### src/rtl/disk_input_settings.svh
// Build-time sizes for the disk-image bridge and the pointer-to-joystick logic.
// Included by the packages and by every module that sizes a port from these values.
`ifndef DISK_INPUT_SETTINGS_SVH
`define DISK_INPUT_SETTINGS_SVH

`default_nettype none

// ============================================================
// Disk bridge
// ============================================================

// Sector buffer address width, 512 bytes
`define DI_BUF_AW 9

// One read and one write request bit per drive
`define DI_DRIVES 8

// ============================================================
// Mouse emulation
// ============================================================

// Largest delta taken from a single packet
`define DI_MOUSE_STEP 10

// Saturation limits of an analog axis
`define DI_AXIS_MAX 127
`define DI_AXIS_MIN (-128)

`default_nettype wire

`endif

### src/rtl/disk_pkg.sv
// Types shared by the controller side and the SD side of the disk-image bridge.
// Ports use scoped names, module bodies import the package.
`include "disk_input_settings.svh"

`default_nettype none

package disk_pkg;

	// Control word written by the soft controller
	typedef struct packed {
		logic       lba_sel;
		logic       block_rd;
		logic       block_wr;
		logic [2:0] drv_num;
	} host_ctrl_t;

	// Status byte read back by the controller, io_done sits in bit 0
	typedef struct packed {
		logic       readonly;
		logic [1:0] filetype;
		logic [2:0] fileno;
		logic       mounted;
		logic       io_done;
	} disk_status_t;

	// Request bundle towards the host SD service
	typedef struct packed {
		logic [`DI_DRIVES-1:0] rd;
		logic [`DI_DRIVES-1:0] wr;
		logic [31:0]           lba;
	} sd_req_t;

endpackage

`default_nettype wire

### src/rtl/disk_request_ctrl.sv
// Turns the controller's strobe levels into buffer accesses, LBA loads and
// per-drive SD requests, and tracks completion through the acknowledge.
`include "disk_input_settings.svh"

`default_nettype none

module disk_request_ctrl (
	input  wire logic                   clk_sys,
	input  wire logic                   areset,

	input  wire disk_pkg::host_ctrl_t   host_ctrl_i,
	input  wire logic [31:0]            host_data_i,
	input  wire logic                   data_wr_i,
	input  wire logic                   data_rd_i,
	input  wire logic                   io_wr_i,

	input  wire logic [7:0]             buf_q_i,
	input  wire logic [31:0]            filesize_i,
	input  wire logic [`DI_DRIVES-1:0]  sd_ack_i,

	output logic      [`DI_BUF_AW-1:0]  buf_addr_o,
	output logic      [7:0]             buf_data_o,
	output logic                        buf_wr_o,

	output disk_pkg::sd_req_t           sd_req_o,
	output logic                        io_done_o,
	output logic      [31:0]            host_rdata_o
);

	import disk_pkg::*;

	// Previous control word, for the block request edges
	host_ctrl_t            ctrl_d;

	logic                  data_wr_d1;
	logic                  data_wr_d2;
	logic                  data_rd_d;
	logic                  ack_d;
	logic                  ack_any;
	logic                  wr_rise;

	logic [`DI_BUF_AW-1:0] addr_q;
	logic [7:0]            wdata_q;
	logic                  wr_q;
	logic [`DI_DRIVES-1:0] rd_req_q;
	logic [`DI_DRIVES-1:0] wr_req_q;
	logic [31:0]           lba_q;
	logic                  io_done_q;

	assign ack_any = |sd_ack_i;

	// Data write strobe acts on the delayed copy, two edges after the rise
	assign wr_rise = data_wr_d1 & ~data_wr_d2;

	// ============================================================
	// Strobe edges, address counter and requests
	// ============================================================
	always_ff @(posedge clk_sys) begin
		if (areset) begin
			ctrl_d     <= '0;
			data_wr_d1 <= 1'b0;
			data_wr_d2 <= 1'b0;
			data_rd_d  <= 1'b0;
			ack_d      <= 1'b0;
			addr_q     <= '0;
			wr_q       <= 1'b0;
			rd_req_q   <= '0;
			wr_req_q   <= '0;
			io_done_q  <= 1'b0;
		end else begin
			ctrl_d     <= host_ctrl_i;
			data_wr_d1 <= data_wr_i;
			data_wr_d2 <= data_wr_d1;
			data_rd_d  <= data_rd_i;
			ack_d      <= ack_any;

			// Buffer write pulse, address moves on once the byte is stored
			wr_q <= wr_rise & ~host_ctrl_i.lba_sel;
			if (wr_q) begin
				addr_q <= addr_q + 1'b1;
			end
			if (data_rd_d & ~data_rd_i) begin
				addr_q <= addr_q + 1'b1;
			end
			if (io_wr_i) begin
				addr_q <= '0;
			end

			if (host_ctrl_i.block_rd & ~ctrl_d.block_rd) begin
				rd_req_q[host_ctrl_i.drv_num] <= 1'b1;
				io_done_q                     <= 1'b0;
			end
			if (host_ctrl_i.block_wr & ~ctrl_d.block_wr) begin
				wr_req_q[host_ctrl_i.drv_num] <= 1'b1;
				io_done_q                     <= 1'b0;
			end

			// Any acknowledge drops every pending request
			if (ack_any) begin
				rd_req_q <= '0;
				wr_req_q <= '0;
			end
			if (ack_d & ~ack_any) begin
				io_done_q <= 1'b1;
			end
		end
	end

	// LBA and write byte are plain payload
	always_ff @(posedge clk_sys) begin
		if (wr_rise) begin
			if (host_ctrl_i.lba_sel) begin
				lba_q <= host_data_i;
			end else begin
				wdata_q <= host_data_i[7:0];
			end
		end
	end

	assign buf_addr_o = addr_q;
	assign buf_data_o = wdata_q;
	assign buf_wr_o   = wr_q;
	assign io_done_o  = io_done_q;
	assign sd_req_o   = '{rd: rd_req_q, wr: wr_req_q, lba: lba_q};

	// File size while the LBA is selected, else the buffer byte
	assign host_rdata_o = host_ctrl_i.lba_sel ? filesize_i : 32'(buf_q_i);

endmodule

`default_nettype wire

### config.mk
export PLATFORM = sky130hd
export DESIGN_NAME = disk_request_ctrl
export DESIGN_NICKNAME = d
export VERILOG_FILES = /design/src/rtl/disk_pkg.sv /design/src/rtl/disk_request_ctrl.sv
export VERILOG_INCLUDE_DIRS = /design/src /design/src/rtl
export SDC_FILE = /design/constraint.sdc
export NUM_CORES = 1
export LEC_CHECK = 0
export BUFFER_PORTS_ARGS = -buffer_cell sky130_fd_sc_hd__buf_2
export CAP_MARGIN = 15
export CORE_MARGIN = 2
export CORE_UTILIZATION = 41
export DETAILED_ROUTE_END_ITERATION = 12
export PLACE_DENSITY = 0.89
export SLEW_MARGIN = 30
export SYNTH_ARGS = -nofsm -noshare
export SYNTH_HDL_FRONTEND = slang
export SYNTH_SLANG_ARGS = --single-unit
export TNS_END_PERCENT = 30
### constraint.sdc
create_clock -name clk_sys -period 2.56 [get_ports clk_sys]
set_clock_uncertainty 0.1 [all_clocks]
set_input_delay 0.256 -clock clk_sys [delete_from_list [all_inputs] [get_ports clk_sys]]
set_output_delay 0.256 -clock clk_sys [all_outputs]
set_load 0.05 [all_outputs]
# Yosys cells after proc, flatten, opt, wreduce, memory -nomap -nowiden
# Cells that the tools add are included.
[totals] mem_bits_ro=0 latchBits=0 mem_bits_rw=0 mem_count=0 in_bits=91 regBits=73 wordCells=46
[op_classes] multipliers=0 reduce_logical=8 muxes=8 div=0 bitwise_logic=14 magnitude_cmp=2 add_sub_neg=1 n_eq_ne=0 shifts=0
[op_table] cell="$mux W32" n=1
[op_table] cell="$mux W9" n=2
[op_table] cell="$or A8 B8 Y8" n=2
[op_table] cell="$add A9 B1 Y9 const B" n=1
[op_table] cell="$reduce_or A9 Y1" n=1
[op_table] cell="$reduce_or A8 Y1" n=1
[op_table] cell="$and A1 B1 Y1" n=6
[op_table] cell="$not A1 Y1" n=6
[op_table] cell="$lt A3 B4 Y1 const B" n=1
[op_table] cell="$mux W1" n=4
[op_table] cell="$reduce_and A2 Y1" n=2
[op_table] cell="$demux W1 S3" n=1
[op_table] cell="$ge A3 B1 Y1 const B" n=1
[op_table] cell="$reduce_bool A3 Y1" n=1
[op_table] cell="$reduce_bool A2 Y1" n=1
[op_table] cell="$reduce_or A2 Y1" n=1
[op_table] cell="$logic_and A1 B1 Y1" n=1

# Longest topological paths before layout
[logic_depth] word_depth=5 depth_mapped=5 mapped_depth_nobuf=5

# Worst setup path before layout
# Ideal clock, no wire load.
[synth_path] kind="input -> register" start="input port host_ctrl_i[5] (netlist name)" end="register lba_q[0], enable pin" setup_time_ns=0.392 path_stages=3 t_required_ns=2.068 arrival_ns=1.545 path_buffers=2 path_slack_ns=0.523 path_cell_list="clkbuf_1 -> buf_2 -> and3b_1"
[synth_via] elab_chain_len=1
[synth_rtl] item="start, declared" line="disk_request_ctrl.sv:11" text="input wire disk_pkg::host_ctrl_t host_ctrl_i,"
[synth_rtl] item="$reduce_and A2 Y1 (no source line)"
[synth_rtl] item="end signal, assigned" line="disk_request_ctrl.sv:113" text="lba_q <= host_data_i;"
[synth_rtl] item="end, declared" line="disk_request_ctrl.sv:47" text="logic [31:0] lba_q;"
# No other way between the ends.
# A chain may end at the register's enable or synchronous reset.

# Worst setup path in the final report
[layout_path] start="input port host_ctrl_i[5] (netlist name)" end="output port host_rdata_o[3]"
[layout_via] elab_chain_len=1
[layout_rtl] item="$mux W32" line="disk_request_ctrl.sv:127" text="assign host_rdata_o = host_ctrl_i.lba_sel ? filesize_i : 32'(buf_q_i);"
[layout_rtl] item="end, declared" line="disk_request_ctrl.sv:27" text="output logic [31:0] host_rdata_o"
# No other way between the ends.

==> impl_metrics.tcl <==
set metrics [dict create \
    run_status "finished, final reports clean" \
    cp-end-kind "output port" \
    num_io_pins 190 \
    route.detailed.wl_per_inst_um 15.6 \
    dr_total_vias 2426 \
    area_growth_synth_to_finish_pct 56.4 \
    finalInstanceArea_mm2 0.00421 \
    seq_power_share 0.492 \
    synth_top_area_cell "edfxtp_1" \
    synth_nets 295 \
    path_common_cell "buf_2" \
    post-layout-total-power_mw 2.58 \
    n_antenna_cell 0 \
    grt.overflow.total 0 \
    setup-violations-final 0 \
    wirelength_um 7920 \
    crit_arrival_ps 1260 \
    yosys_register_bits 73 \
    post_drt_via_cell_ratio 4.77 \
    max_slew_margin 0.636 \
    finalMaxSlewViolations 0 \
    synth_top_cells_by_area "edfxtp_1, dfxtp_1, and2_1, nor2_1, mux2_2" \
    final.setup.tns_ps 0 \
    row_count 29 \
    static-leakage-power_nw 1.95 \
    place_hpwl_um 5580 \
    ctsRootBufferMaster "clkbuf_8" \
    holdBufCountCts 28 \
    worst_ir_drop_vdd_mv 0.400 \
    fill_cells 487 \
    cts_buffers 9 \
    core_region_area_mm2 0.00635 \
    power.switching_fraction 0.278 \
    critPathLaunchType "input port" \
    grt_antenna_before_repair 0 \
    path_class_of_the_lowest_slack_min_delay_path "in2reg" \
    achievable-frequency_mhz 618 \
    num-nets-final 519 \
    yosysWarningCount 0 \
    placed_area_mm2 0.00371 \
    worst-endpoint-required_ps 2200 \
    grt_pass1_vias 2498 \
    cellPowerDensity_mw_per_mm2 611 \
    gp_congestion 0.865 \
    final_hold_viol_count 0 \
    p_int_mw 1.86 \
    start_util 0.424 \
    timing_worst_setup_path_type "in2out" \
    final.min_clock_period_ps 1620 \
    avgSynthCellArea_um2 13.3 \
    regArea_mm2 0.00186 \
    tritoncts "done" \
    worst_slew_pin_slew_ps 544 \
    dieHeight_um 85.1 \
    post_synth_num_cell_types 26 \
    track_usage 0.216 \
    final_layout_size_suffix_gt1_frac 0.514 \
    clock_insertion_delay_worst_skew_ps 340 \
    cp_cell_sequence "buf_2 -> mux2_2 -> buf_2" \
    ctsResizeCount 0 \
    timing.critical_path.slowest_stage_cell "mux2_2" \
    detail_route.drc_violations 0 \
    pwr-share-clk 0.349 \
    h-tree-depth 3 \
    grt_pass1_wl_um 11900 \
    syn-cell-area_mm2 0.00269 \
    multiInputGateArea_um2 783 \
    clock_input_transition_at_the_sequential_cells_of_the_worst_setup_and_hold_paths_ps 70 \
    port-buffer-count 189 \
    drt_pre_antenna_iters 4 \
    pwr-share-comb 0.158 \
    timing.max_cap.violations 0 \
    critical-path-max-stage-delay_ps 400 \
    crit_fanout 34 \
    maximum_number_of_buffers_from_clock_root_to_sink 2 \
    fp.dieW_um 85.1 \
    setup_repair_after_global_routing_missed_its_margin "no" \
    portion_of_the_clock_cycle_consumed_by_the_worst_path_in_the_final_layout 0.632 \
    synth_top_area_share 0.446 \
    layout.core_utilization 0.664 \
    drt-initial-drc-count 46 \
    post_cts_buffers 0 \
    synth_seq_area_share 0.691 \
    floorplan.die_area_mm2 0.00723 \
    switchingPower_uw 716 \
    number_of_buffer_and_inverter_stages_on_the_critical_path 2 \
    detail-route-antenna-nets 0 \
    largest_net_degree_at_the_start_of_global_routing 35 \
    cts_num_sinks 73 \
    crit_family "buffers and inverters" \
    syn_inst 203 \
]
[kinds of logic (layout without fill, tap and decap cells)]
family / after synthesis / in the layout / share of synthesized area
AOI/OAI and AO/OA: 27 / 27 / 0.0576
xor gates and xnor gates: 8 / 8 / 0.0260
adders and majority gates: 1 / 1 / 0.00464
buffers and inverters: 10 / 239 / 0.0181
DFF: 73 / 73 / 0.691
muxes: 8 / 8 / 0.0334
and+or+nand+nor: 76 / 76 / 0.169
[power by group through the flow]
stage | Sequential, mW | Clock (mW) | Combinational, mW
4_1_cts | 1.27 | 0.915 | 0.404
3_5_place_dp | 1.29 | 0 | 0.370
5_1_grt | 1.27 | 0.974 | 0.429
3_3_place_gp | 1.29 | 0 | 0.364
2_1_floorplan | 1.36 | 0 | 0.173
6_report | 1.27 | 0.900 | 0.407
[path summary, 6_finish.rpt]
path	end	start	slack [ps]	cells after the start
hold / removal	lba_q[3]	host_data_i[3]	20	1
setup / recovery	host_rdata_o[3]	host_ctrl_i[5]	940	3
setup reg to reg	buf_addr_o[5]	data_rd_d	1120	4
hold reg to reg	io_done_o	ack_d	350	2
[cell usage in the layout, fill, tap and decap left out, types with 3 or more instances in the layout]
| cell | n |
|---|---|
| buf_2 | 189 |
| o21ai_0 | 5 |
| clkinv_4 | 3 |
| nor2_1 | 27 |
| clkbuf_8 | 9 |
| and2_1 | 24 |
| a31oi_1 | 4 |
| nor2b_1 | 9 |
| a21oi_1 | 14 |
| mux2_2 | 8 |
| dfxtp_1 | 33 |
| edfxtp_1 | 40 |
| dlygate4sd3_1 | 30 |
| and3_1 | 3 |
| o2111ai_1 | 4 |
| nor2_2 | 3 |
| xor2_1 | 8 |
[registers in the layout, summed over array words and instances, names as in the netlist, 2 cells and up]
register	cells
rd_req_q	8
wr_req_q	8
ctrl_d	2
buf_addr_o	9
buf_data_o	8
lba_q	32
[layer usage]
metal | vias to the layer above | track usage | wire (um) | share of wire
li1 | 1157 | - | - | -
met1 | 1131 | 0.207 | 2640 | 0.33
met2 | 122 | 0.428 | 4530 | 0.57
met3 | 16 | 0.0477 | 538 | 0.068
met4 | 0 | 0.101 | 214 | 0.027
met5 | - | 0 | 0 | 0
[metrics by stage]
step,setup slack (ps),hold WS [ps],std cells
final,941,15.4,509
after global routing,884,3.47,509
after CTS,936,0.389,507
after detailed placement,859,334,463
after global placement,916,334,463
after floorplan,523,225,203
[Yosys cell counts (all sizes together)]
cell / number
nand2: 1
and2: 24
nand2b: 2
clkbuf: 4
and3: 3
dfxtp: 33
nor4: 2
nor3b: 1
nor2: 30
buf: 4
nor2b: 9
a31oi: 4
mux2: 8
nand4b: 1
edfxtp: 40
ha: 1
a21oi: 14
or2: 1
inv: 2
and3b: 1
xor2: 8
o2111ai: 4
nand3b: 1
o21ai: 5
[final cells by class]
cell class,instances,share of cell area
Clock inverter,7,0.0190
Clock buffer,9,0.0294
Tap cell,77,0.0229
Timing Repair Buffer,221,0.299
Multi-Input combinational cell,120,0.186
Inverter,2,0.00178
Sequential cell,73,0.442
Note: power is estimated with default switching activity, not from simulation.
