$ cat config.mk
export PLATFORM = sky130hd
export DESIGN_NAME = mount_tracker
export DESIGN_NICKNAME = d
export VERILOG_FILES = /design/src/rtl/mount_tracker.sv
export VERILOG_INCLUDE_DIRS = /design/src /design/src/rtl
export SDC_FILE = /design/constraint.sdc
export NUM_CORES = 1
export LEC_CHECK = 0
export ABC_AREA = 1
export ABC_CLOCK_PERIOD_IN_PS = 1800
export BUFFER_PORTS_ARGS = -buffer_cell sky130_fd_sc_hd__buf_2
export CORE_UTILIZATION = 37
export DETAILED_ROUTE_END_ITERATION = 10
export PLACE_DENSITY = 0.79
export SETUP_SLACK_MARGIN = 0.5
export SLEW_MARGIN = 20
export SYNTH_ARGS = -nofsm -noshare
export SYNTH_HDL_FRONTEND = slang
export SYNTH_SLANG_ARGS = --single-unit
$ cat constraint.sdc
create_clock -name clk_sys -period 1.8 [get_ports clk_sys]
set_clock_uncertainty 0.15 [all_clocks]
set_input_delay 0.18 -clock clk_sys [delete_from_list [all_inputs] [get_ports clk_sys]]
set_output_delay 0.18 -clock clk_sys [all_outputs]
set_load 0.01 [all_outputs]
$ cat src/rtl/disk_input_settings.svh
// Build-time sizes for the disk-image bridge and the pointer-to-joystick logic.
// Included by the packages and by every module that sizes a port from these values.
`ifndef DISK_INPUT_SETTINGS_SVH
`define DISK_INPUT_SETTINGS_SVH

`default_nettype none

// ============================================================
// Disk bridge
// ============================================================

// Sector buffer address width, 512 bytes
`define DI_BUF_AW 9

// One read and one write request bit per drive
`define DI_DRIVES 8

// ============================================================
// Mouse emulation
// ============================================================

// Largest delta taken from a single packet
`define DI_MOUSE_STEP 10

// Saturation limits of an analog axis
`define DI_AXIS_MAX 127
`define DI_AXIS_MIN (-128)

`default_nettype wire

`endif

$ cat src/rtl/mount_tracker.sv
// Records which drive image was mounted last, with its type, size and
// write protection, and flips a toggle the controller polls for changes.
`include "disk_input_settings.svh"

`default_nettype none

module mount_tracker (
	input  wire logic                  clk_sys,
	input  wire logic                  areset,

	input  wire logic [`DI_DRIVES-1:0] img_mounted_i,
	input  wire logic                  img_readonly_i,
	input  wire logic [31:0]           img_size_i,
	input  wire logic [1:0]            img_type_i,

	output logic      [2:0]            fileno_o,
	output logic      [1:0]            filetype_o,
	output logic                       readonly_o,
	output logic                       mounted_o,
	output logic      [31:0]           filesize_o
);

	logic       mount_any;
	logic       mount_d;
	logic       mount_evt;
	logic [2:0] fileno_n;

	assign mount_any = |img_mounted_i;
	assign mount_evt = mount_any & ~mount_d;

	// Highest set bit wins
	always_comb begin
		fileno_n = '0;
		for (int i = 0; i < `DI_DRIVES; i++) begin
			if (img_mounted_i[i]) begin
				fileno_n = 3'(i);
			end
		end
	end

	always_ff @(posedge clk_sys) begin
		if (areset) begin
			mount_d   <= 1'b0;
			mounted_o <= 1'b0;
		end else begin
			mount_d <= mount_any;
			if (mount_evt) begin
				mounted_o <= ~mounted_o;
			end
		end
	end

	// Drives 4 and 5 are always write protected
	always_ff @(posedge clk_sys) begin
		if (mount_evt) begin
			fileno_o   <= fileno_n;
			filetype_o <= img_type_i;
			readonly_o <= img_readonly_i | img_mounted_i[4] | img_mounted_i[5];
			filesize_o <= img_size_i;
		end
	end

endmodule

`default_nettype wire

; ---- Word level (Yosys, flattened, before mapping)
; Cells that the tools add are included.
[totals]
latchBits = 0
regBits = 40
memories = 0
mem_bits_ro = 0
ram_bits = 0
word_cells = 22
in_bits = 45
[op_classes]
n_mul = 0
bitwise_logic = 5
n_eq_ne = 0
reduce_logical = 3
addsub = 0
n_shift = 0
mux = 6
order_cmp = 0
div_mod_pow = 0
[ops]
columns = operator, n
row1 = OR reduction 8 bit, 1
row2 = 2-to-1 mux 3 bit, 2
row3 = 2-to-1 mux 2 bit, 2
row4 = OR reduction 4 bit, 1
row5 = 2-to-1 mux 1 bit, 2
row6 = inverter 1 bit, 2
row7 = OR 1 bit, 2
row8 = OR reduction 2 bit, 1
row9 = bitwise AND 1 bit, 1

; ---- Longest topological paths before layout
; Gate-level depths: netlist of the first run.
[logic_depth]
depth_word = 6
ltp_mapped = 7
depth_no_buf = 7

; ---- Worst setup path before layout of the first run
; OpenSTA, ideal clock, no wires.
[synth_timing]
path_type = input-to-reg
start = input port img_mounted_i[6]
end = register fileno_o[0], enable pin
setup_ns = 0.405
n_path_buf = 0
arrival_time_ns = 1.354
required_ns = 1.245
setup_slack_ns = -0.109
path_stages = 4
path_cell_list = nor2_2 nand2_2 nor2_2 nor2_2
[synth_via]
elab_chain_cells = 2
[synth_rtl]
columns = element, line
row1 = start: declaration, mount_tracker.sv:11  ; input wire logic [`DI_DRIVES-1:0] img_mounted_i,
row2 = OR reduction 8 bit, mount_tracker.sv:28  ; assign mount_any = |img_mounted_i;
row3 = bitwise AND 1 bit, mount_tracker.sv:29  ; assign mount_evt = mount_any & ~mount_d;
row4 = named net mount_evt, mount_tracker.sv:25  ; logic mount_evt;
row5 = end signal: assignment, mount_tracker.sv:56  ; fileno_o <= fileno_n;
row6 = end: declaration, mount_tracker.sv:16  ; output logic [2:0] fileno_o,
; The timed path passes the listed nets, and every way through them passes these cells.
; A chain may end at the register's enable or synchronous reset.

; ---- Final worst setup path of the first run
[layout_timing]
start = input port img_mounted_i[6]
end = register mounted_o
[layout_via]
elab_chain_cells = 2
[layout_rtl]
columns = element, line
row1 = OR reduction 8 bit, mount_tracker.sv:28
row2 = bitwise AND 1 bit, mount_tracker.sv:29
row3 = end signal: assignment, mount_tracker.sv:48  ; mounted_o <= ~mounted_o;
row4 = end: declaration, mount_tracker.sv:19  ; output logic mounted_o,
; Every way passes these cells.

==> reports/metrics.yaml, run 1 <==
report.final.slew_viol_count: 0
die_area_um2: 3840
cpMostUsedCell: "nor2_2"
rows: 21
path_delay_family: "simple AND/OR/NAND/NOR gates"
synth_cells: 74
synthAdderAreaFrac_pct: 0
synth-xor-area-share_pct: 0
ys_top_cells_by_area: "edfxtp_1 (86%), dfxtp_1 (3.0%), inv_1 (2.8%)"
wl_per_cell_um: 13.5
synth_common_cells: "edfxtp_1 (38), inv_1 (10), nor2_1 (7)"
netSwitchingFraction_pct: 20.9
finalWirelength_um: 3410
grt_pass1_wl_um: 4560
finalNetCount: 251
synth_ff_type: "edfxtp_1"
grt_antenna_before_repair: 0
drive_above_1_share_pct: 49.3
synth_edf_count: 38
slowest_delay_ps: 360
synthSimpleGateAreaFrac_pct: 7.33
hpwlAfterDp_um: 1830
cp_data_arrival_time_ps: 1360
synth_most_common_cell: "edfxtp_1"
synth_top_area_share_pct: 85.7
cts_buffer_depth: 2
yosys_warnings: 0
p_comb_share_pct: 12.7
grt.total_usage_pct: 18.3
p_clk_share_pct: 29.4
peakVddDrop_uv: 318
io_pins: 84
hold_ws_ps: 8.67
vias_per_cell: 4.35
power_switching_w: 0.000394
utilization_pct: 68.6
placed_cell_area_um2: 1810
final_area_um2: 2330
criticalPathCategory: "in -> reg"
critical_path_depth: 9
status: "complete, no violations"
grt_max_degree: 13
drc: 0
coreArea_um2: 3390
place.gp.congestion: 0.632
crit_path_start_kind: "input port"
fp.dieH_um: 62.0
r2r_slack_ps: 620
synthDistinctLibCells: 11
cts_root_buf: "clkbuf_4"
synth_area_um2: 1330
cts_buffers: 5
cts_tree: "built"
clk_latency_ps: 340
via_count: 1101
synth_top_area_cell: "edfxtp_1"
cellPowerDensity_nw_per_um2: 812
synth_compound_area_share_pct: 1.13
htree_levels: 2
setup_tns_ps: 0
ff2ff_path_depth: 5
port_buffers: 83
worst_pin_slew_ps: 420
fin_crit_ps: 1250
internal_power_w: 0.00150
drv_cap: 0
area_growth_pct: 74.7
syn_area_per_cell_um2: 18.0
synth_top_family_by_area: "simple AND/OR/NAND/NOR gates"
cts_sinks: 40
cp_slowest_cell: "nor2_2"
critPathCaptureType: "flop"
seqPwrFrac_pct: 57.9
antenna_cells: 0
synthArstFlopShare_pct: 0
clock.fmax_mhz: 797
drt_first_pass_iters: 4
path_cells: "buf_2 -> nor2_2 -> nand2_2 -> nor2_2 -> nor2_4 -> buf_12 -> buf_4 -> nor2_2 -> nor2_1"
synth_fp_nets: 119
fin_crit_sh_pct: 69.7
die_w_um: 62.0
ant_nets: 0
synth_seq_area_share_pct: 88.7
start_util_pct: 39.3
crit_fanout: 10
p_leak_nw: 1.03
rsz0062_at_grt: "true"
path_clk_slew_ps: 110
grt_pass1_vias: 1028
grt-ovfl-total: 0
cp.required_ps: 1910
maxSlewHeadroom_pct: 72.0
cp_num_buf_inv: 3
synth-seq-cells: 40
drt_iter0_drc: 34
hold_depth: 3
synthMuxAreaShare_pct: 0
setup_viol: 0
hold_viol_final: 0
hp-class: "in -> reg"
fill_cells: 244
## power groups by stage
stage	logic (W)	clock network [W]	registers, W
after floorplan	0.0000308	0	0.00114
after global placement	0.000154	0	0.00111
after detailed placement	0.000159	0	0.00111
after CTS	0.000236	0.000559	0.00109
after global routing	0.000263	0.000604	0.00110
final	0.000240	0.000556	0.00109
## timing repair
action / 4_1_cts / 5_1_grt
hold buffers: 37 / 0
setup endpoints to repair: 39 / 10
buffers inserted: 3 / 0
pin swaps: 2 / 0
endpoints found under the hold margin: 38 / 0
resized for setup: 1 / 1
cloned: 2 / 0
## state kept, by name, indices dropped and copies added (netlist names)
signal	count
readonly_o	1
filetype_o	2
mounted_o	1
filesize_o	32
fileno_o	3
mount_d	1
## worst register-to-register path, delay by kind of cell, from the launching register on
family                 cells  cell delay [ps]
flip-flops                 1              450
AND/OR/NAND/NOR            3              200
buffers and inverters      2              290
## metal layers
metal	vias to the layer above	share of wire (%)	GRT usage (%)
met1	500	34	16.5
met5	-	0	0
li1	522	-	-
met4	0	2.8	11.1
met3	12	11	6.42
met2	67	52	34.3
## cells by family (layout without fill, tap and decap cells)
family                 after synthesis  count (layout)
AOI/OAI and AO/OA                    3               3
buffers and inverters               10             141
and+or+nand+nor                     21              23
DFF                                 40              40
## placed cells by master (no fill, tap or decap), types with 3 or more instances in the layout
| cell type | n |
|---|---|
| nor2_1 | 7 |
| buf_2 | 83 |
| nand2_1 | 6 |
| dlygate4sd3_1 | 37 |
| edfxtp_1 | 38 |
| nor2_4 | 3 |
| nor2_2 | 4 |
| inv_1 | 10 |
| clkbuf_4 | 5 |
## path summary, 6_finish.rpt
check / start / to
hold / removal: img_mounted_i[7] / fileno_o[2]
setup reg to reg: mount_d / mounted_o
setup / recovery: img_mounted_i[6] / mounted_o
hold reg to reg: mounted_o / mounted_o
## through the flow
step | worst slack (ps) | std cells | total power (W)
global route | 505 | 253 | 0.00196
CTS | 472 | 253 | 0.00189
detailed placement | 2.41 | 203 | 0.00127
floorplan | 325 | 74 | 0.00117
global placement | 75.3 | 203 | 0.00126
finish | 546 | 253 | 0.00189
## cell type report
| class | count | area, um^2 | area share [%] |
|---|---|---|---|
| inverter | 10 | 37.5 | 1.61 |
| clock buffer | 5 | 37.5 | 1.61 |
| timing repair buffer | 123 | 833 | 35.8 |
| clock inverter | 3 | 37.5 | 1.61 |
| multi-input combinational | 26 | 140 | 6.02 |
| sequential | 40 | 1180 | 50.8 |
| tap | 46 | 57.6 | 2.47 |
Note: power is estimated with default switching activity, not from simulation.
==> inputs of run 2 (changes only) <==
--- a/config.mk
+++ b/config.mk
@@ -6,8 +6,8 @@
 export SDC_FILE = /design/constraint.sdc
 export NUM_CORES = 1
 export LEC_CHECK = 0
-export ABC_AREA = 1
-export ABC_CLOCK_PERIOD_IN_PS = 1800
+export ABC_AREA = 0
+export ABC_CLOCK_PERIOD_IN_PS = 1100
 export BUFFER_PORTS_ARGS = -buffer_cell sky130_fd_sc_hd__buf_2
 export CORE_UTILIZATION = 37
 export DETAILED_ROUTE_END_ITERATION = 10
==> constraint.sdc (replaced) <==
create_clock -name clk_sys -period 1.1 [get_ports clk_sys]
set_clock_uncertainty 0.15 [all_clocks]
set_input_delay 0.11 -clock clk_sys [delete_from_list [all_inputs] [get_ports clk_sys]]
set_output_delay 0.11 -clock clk_sys [all_outputs]
set_load 0.01 [all_outputs]
==> run 2 against run 1 <==
  * The flow now finishes with violations (negative hold slack, negative setup slack)
  * Area after synthesis down 2.8%
  * Wire length down 22%
  * Final area down 8.8%
  * Critical path type is now reg -> reg
  * Critical endpoint is now filesize_o[15]
==> reports/metrics.yaml, run 2 <==
status: "finished, violations left"  # was complete, no violations
violations: "negative hold slack, negative setup slack"
synth_cells: 57  # was 74
rows: 21  # unchanged
cp.required_ps: 1020  # was 1910 ps
grt_pass1_wl_um: 3530  # was 4560 um
clk_latency_ps: 340  # about the same
fin_crit_ps: 1190
regMostFlops: "filesize_o"  # unchanged
finalWorstSetupSlack_ps: -88.7  # was 546 ps
largestRegisters: "filesize_o (32), fileno_o (3), filetype_o (2)"  # unchanged
htree_levels: 2  # unchanged
place.gp.congestion: 0.665  # was 0.632
cts_root_buf: "clkbuf_4"  # unchanged
grt.total_usage_pct: 14.2  # was 18.3%
drt_first_pass_iters: 4  # unchanged
crit_path_start_kind: "flop"  # was input port
synth_common_cells: "edfxtp_1 (38), nor2_1 (4), a21oi_1 (2), dfxtp_1 (2), inv_1 (2)"  # was edfxtp_1 (38), inv_1 (10), nor2_1 (7)
maxSlewHeadroom_pct: 77.2  # was 72.0%
synth-seq-cells: 40  # unchanged
clock.fmax_mhz: 841
report.final.slew_viol_count: 0  # unchanged
synth_fp_nets: 102  # was 119
hp-class: "in -> reg"  # unchanged
synth_ff_type: "edfxtp_1"  # unchanged
synthDistinctLibCells: 14  # was 11
grt_pass1_vias: 796  # was 1028
rsz0062_at_grt: "true"  # unchanged
cts_buffer_depth: 2  # unchanged
peakVddDrop_uv: 521  # was 318 uV
synth_top_area_cell: "edfxtp_1"  # unchanged
largest_reg_flops: 32  # unchanged
io_pins: 84  # unchanged
drc: 0  # unchanged
cts_sinks: 40  # unchanged
cp_data_arrival_time_ps: 1110  # was 1360 ps
via_count: 906  # was 1101
worst_pin_slew_ps: 340  # was 420 ps
final_cell_mix: "buf_2 (77), edfxtp_1 (38), buf_4 (7)"  # was buf_2 (83), edfxtp_1 (38), dlygate4sd3_1 (37)
cts_tree: "built"  # unchanged
synth_edf_count: 38  # unchanged
wl_per_cell_um: 12.8  # was 13.5 um
start_util_pct: 38.8  # was 39.3%
drive_above_1_share_pct: 70.4  # was 49.3%
stdcell_count: 208  # was 253
die_area_um2: 3740  # was 3840 um^2
vias_per_cell: 4.36  # was 4.35
area_growth_pct: 63.9  # was 74.7%
crit_fanout: 9  # was 10
synthArstFlopShare_pct: 0  # unchanged
synth_area_um2: 1290  # was 1330 um^2
hold_viol_final: 39  # was 0
antenna_cells: 0  # unchanged
utilization_pct: 63.6  # was 68.6%
cellPowerDensity_nw_per_um2: 1440  # was 812 nW/um^2
criticalPathCategory: "reg -> reg"  # was in -> reg
die_w_um: 61.1  # was 62.0 um
grt_max_degree: 21  # was 13
finalWirelength_um: 2650  # was 3410 um
port_buffers: 83  # unchanged
placed_cells: 194  # was 203
setup_viol: 72  # was 0
p_leak_nw: 0.911  # was 1.03 nW
fin_crit_sh_pct: 108
ant_nets: 0  # unchanged
fp.dieH_um: 61.1  # was 62.0 um
finalNetCount: 206  # was 251
coreArea_um2: 3340  # was 3390 um^2
synth_top_area_share_pct: 88.2  # was 85.7%
grt_antenna_before_repair: 0  # unchanged
layout_commonest_cell: "buf_2"  # unchanged
drt_iter0_drc: 30  # was 34
path_clk_slew_ps: 100  # was 110 ps
synth_seq_area_share_pct: 91.3  # was 88.7%
cts_buffers: 5  # unchanged
ys_top_cells_by_area: "edfxtp_1 (88%), dfxtp_1 (3.1%), nor4_4 (1.6%)"  # was edfxtp_1 (86%), dfxtp_1 (3.0%), inv_1 (2.8%)
r2r_slack_ps: -90  # was 620 ps
syn_area_per_cell_um2: 22.7  # was 18.0 um^2
grt-ovfl-total: 0  # unchanged
synth_most_common_cell: "edfxtp_1"  # unchanged
setup_tns_ps: -3570  # was 0 ps
yosys_warnings: 0  # unchanged
hpwlAfterDp_um: 1910  # was 1830 um
drv_cap: 0  # unchanged
hold_ws_ps: -219  # was 8.67 ps
critPathCaptureType: "flop"  # unchanged
[run 2: cell types whose count changed in the layout (fill, tap and decap cells not counted), moves of 4 or more]
cell           before  now
dlygate4sd3_1      37    0
inv_1              10    1
buf_2              83   77
buf_4               1    7
buf_6               0    5
nand2_1             6    1
nor2_2              4    0
[run 2: layout make-up]
cell class / instances / area [um^2]
Fill cell: 256 / 1220
Tap cell: 46 / 57.6
Multi-Input combinational cell: 15 / 148
Inverter: 2 / 7.51
Sequential cell: 40 / 1180
Timing Repair Buffer: 97 / 649
Clock buffer: 5 / 37.5
Clock inverter: 3 / 37.5
[run 2: metrics by stage]
| step | worst slack, ps | hold WS, ps | total power [W] | cell area, um^2 |
|---|---|---|---|---|
| 2_1_floorplan | -433 | 21.7 | 0.00191 | 1320 |
| 3_3_place_gp | -182 | 135 | 0.00210 | 1870 |
| 3_5_place_dp | -225 | 139 | 0.00212 | 1870 |
| 4_1_cts | -103 | -241 | 0.00303 | 2000 |
| 5_1_grt | -109 | -238 | 0.00316 | 2120 |
| 6_report | -88.7 | -219 | 0.00305 | 2120 |
[run 2: path summary, 6_finish.rpt]
kind | startpoint | to | cells past startpoint
max | mount_d | filesize_o[15] | 3
min | areset | mount_d | 2
max reg2reg | mount_d | filesize_o[15] | 3
min reg2reg | mounted_o | mounted_o | 3
[run 2: timing repair]
action                                  4_1_cts  5_1_grt
pin swaps                                     3        4
cloned                                        0        2
endpoints found under the setup margin       82       83
endpoints found under the hold margin        40       38
resized for setup                            11        8
buffers inserted                              2        2
[run 2: cell families after synthesis]
logic type | synth area share (%)
flops | 91.3
xor+xnor | 0.677
simple gates | 5.03
compound gates | 2.42
buf+inv | 0.580
[run 2: critical path, stage by stage, from the launching register on]
cell and delay [ps]:
dfxtp_2 350, a21oi_4 130, buf_12 140, clkbuf_16 150
[run 2: layer usage]
| layer | up-vias | share of wire, % | global-route usage, % |
|---|---|---|---|
| met5 | - | 0 | 0 |
| met4 | 0 | 2.5 | 9.74 |
| met3 | 6 | 12 | 6.51 |
| met2 | 59 | 50 | 23.3 |
| met1 | 415 | 36 | 14.4 |
| li1 | 426 | - | - |
[run 2: power by group]
part           leakage, nW  switching (W)  total [W]  internal, W
clock network       0.0403       0.000429   0.000893     0.000464
registers            0.383      0.0000223    0.00178      0.00176
logic                0.488       0.000163   0.000373     0.000210
total                0.911       0.000615    0.00305      0.00243
==> inputs of run 3 (changes only) <==
--- a/config.mk
+++ b/config.mk
@@ -9,7 +9,9 @@
 export ABC_AREA = 0
 export ABC_CLOCK_PERIOD_IN_PS = 1100
 export BUFFER_PORTS_ARGS = -buffer_cell sky130_fd_sc_hd__buf_2
-export CORE_UTILIZATION = 37
+export CELL_PAD_IN_SITES_DETAIL_PLACEMENT = 1
+export CELL_PAD_IN_SITES_GLOBAL_PLACEMENT = 1
+export CORE_UTILIZATION = 29
 export DETAILED_ROUTE_END_ITERATION = 10
 export PLACE_DENSITY = 0.79
 export SETUP_SLACK_MARGIN = 0.5
==> run 3 against run 2 <==
  * Combinational power decreased by 13%
  * Setup slack improved by 15 ps
  * Wire length increased by 15%
  * Critical endpoint is now filesize_o[22]
  * Global-route usage decreased by 0.77 points
  * The flow still finishes with violations (negative hold slack, negative setup slack)
  * Final cell count decreased by 0.48%
  * Hold slack improved by 50 ps
==> reports/metrics.yaml, run 3 (synthesis gave the netlist of run 2 again) <==
slowest_delay_ps: 330  # was 350 ps
cp.required_ps: 940  # was 1020 ps
critPathCaptureType: "flop"  # unchanged
wl_met2_um: 1760  # was 1330 um
final_area_um2: 2060  # was 2120 um^2
crit_fanout: 29  # was 9
coreArea_um2: 4140  # was 3340 um^2
grt_pass1_vias: 890  # was 796
clk_latency_ps: 290  # was 340 ps
io_pins: 84  # unchanged
drive_above_1_share_pct: 70.7  # was 70.4%
criticalPathCategory: "reg -> reg"  # unchanged
status: "finished, violations left"  # unchanged
placed_cell_area_um2: 1870  # about the same
path_cells: "a21oi_4 -> buf_12"  # was a21oi_4 -> buf_12 -> clkbuf_16
p_leak_nw: 0.872  # was 0.911 nW
place_ws_ps: -319  # was -225 ps
hp-class: "in -> reg"  # unchanged
power_switching_w: 0.000684  # was 0.000615 W
antenna_cells: 0  # unchanged
violations: "negative hold slack, negative setup slack"  # unchanged
path_clk_slew_ps: 80  # was 100 ps
cts_sinks: 40  # unchanged
grt_max_degree: 30  # was 21
grt_antenna_before_repair: 0  # unchanged
setup_viol: 39  # was 72
wl_per_cell_um: 14.7  # was 12.8 um
met1_length_um: 992  # was 945 um
hold_viol_final: 37  # was 39
routed.top_layer: "met4"  # unchanged
ant_nets: 0  # unchanged
peakVddDrop_uv: 1000  # was 521 uV
finalNetCount: 201  # was 206
grt.total_usage_pct: 13.4  # was 14.2%
place.gp.congestion: 0.747  # was 0.665
finalWirelength_um: 3050  # was 2650 um
drc: 0  # unchanged
rows: 23  # was 21
fin_crit_sh_pct: 107  # was 108%
internal_power_w: 0.00260  # was 0.00243 W
rsz0062_at_grt: "true"  # unchanged
p_clk_share_pct: 35.7  # was 29.3%
hold_ws_ps: -169  # was -219 ps
maxSlewHeadroom_pct: 79.4  # was 77.2%
p_comb_share_pct: 9.9  # was 12.2%
start_util_pct: 31.2  # was 38.8%
crit_path_start_kind: "flop"  # unchanged
drv_cap: 0  # unchanged
seqPwrFrac_pct: 54.4  # was 58.5%
cts_tree: "built"  # unchanged
regMostFlops: "filesize_o"  # unchanged
layout_commonest_cell: "buf_2"  # unchanged
netSwitchingFraction_pct: 20.8  # was 20.2%
largestRegisters: "filesize_o (32), fileno_o (3), filetype_o (2)"  # unchanged
die_w_um: 68.8  # was 61.1 um
stdcell_count: 207  # was 208
cts_buffer_depth: 2  # unchanged
via_count: 891  # was 906
area_growth_pct: 58.9  # was 63.9%
clock.fmax_mhz: 852  # was 841 MHz
cp_slowest_cell: "dfxtp_2"  # unchanged
grt-ovfl-total: 0  # unchanged
fp.dieH_um: 68.8  # was 61.1 um
worst_pin_slew_ps: 307  # was 340 ps
finalWorstSetupSlack_ps: -74.0  # was -88.7 ps
final_cell_mix: "buf_2 (78), edfxtp_1 (38), buf_6 (7)"  # was buf_2 (77), edfxtp_1 (38), buf_4 (7)
report.final.slew_viol_count: 0  # unchanged
cellPowerDensity_nw_per_um2: 1600  # was 1440 nW/um^2
drt_first_pass_iters: 3  # was 4
utilization_pct: 49.6  # was 63.6%
placed_cells: 198  # was 194
fin_crit_ps: 1170  # was 1190 ps
die_area_um2: 4730  # was 3740 um^2
route.met3.wl_um: 286  # was 312 um
cp_data_arrival_time_ps: 1010  # was 1110 ps
htree_levels: 2  # unchanged
port_buffers: 83  # unchanged
largest_reg_flops: 32  # unchanged
hpwlAfterDp_um: 2400  # was 1910 um
cts_buffers: 5  # unchanged
cts_root_buf: "clkbuf_8"  # was clkbuf_4
drt_iter0_drc: 32  # was 30
grt_pass1_wl_um: 4240  # was 3530 um
vias_per_cell: 4.30  # was 4.36
run 3: area by class of cell:
type | instances | area (um^2)
clock buffer | 5 | 68.8
clock inverter | 3 | 42.5
fill | 441 | 2090
inverter | 2 | 7.51
multi-input combinational | 15 | 141
sequential | 40 | 1180
tap | 50 | 62.6
timing repair buffer | 92 | 549
run 3: metal layers:
layer | up-vias | GRT usage, %
met5 | - | 0
met4 | 0 | 3.83
met3 | 2 | 7.40
met2 | 48 | 25.4
met1 | 423 | 12.0
li1 | 418 | -
run 3: final timing paths:
| kind | endpoint | cells after the start | slack, ps | startpoint |
|---|---|---|---|---|
| setup / recovery | filesize_o[22] | 2 | -70 | mount_d |
| hold / removal | mount_d | 2 | -170 | areset |
| setup reg to reg | filesize_o[22] | 2 | -70 | mount_d |
| hold reg to reg | mounted_o | 2 | 410 | mounted_o |
run 3: power by group through the flow:
stage	clock (W)	combinational (W)	sequential (W)
after global routing	0.00125	0.000355	0.00179
after detailed placement	0	0.000301	0.00182
after floorplan	0	0.0000462	0.00186
final	0.00117	0.000325	0.00178
after CTS	0.00120	0.000327	0.00179
after global placement	0	0.000285	0.00181
run 3: repair_timing:
action	CTS	global route
buffers inserted	1	0
gates resized for setup	16	3
setup endpoints to repair	83	83
pin swaps	4	4
hold endpoints to repair	38	37
run 3: through the flow:
stage                     setup TNS (ps)  total power (W)  hold WS (ps)
after floorplan                   -16860          0.00191          21.7
after global placement             -6550          0.00210           129
after detailed placement           -8360          0.00212           129
after CTS                          -2270          0.00331          -187
after global routing               -3610          0.00339          -180
final                              -2010          0.00328          -169
run 3: critical path, delay by kind of cell, from the launching register on:
kind	cells	cell delay [ps]
AOI/OAI and AO/OA	1	170
buffers and inverters	1	220
DFF	1	330
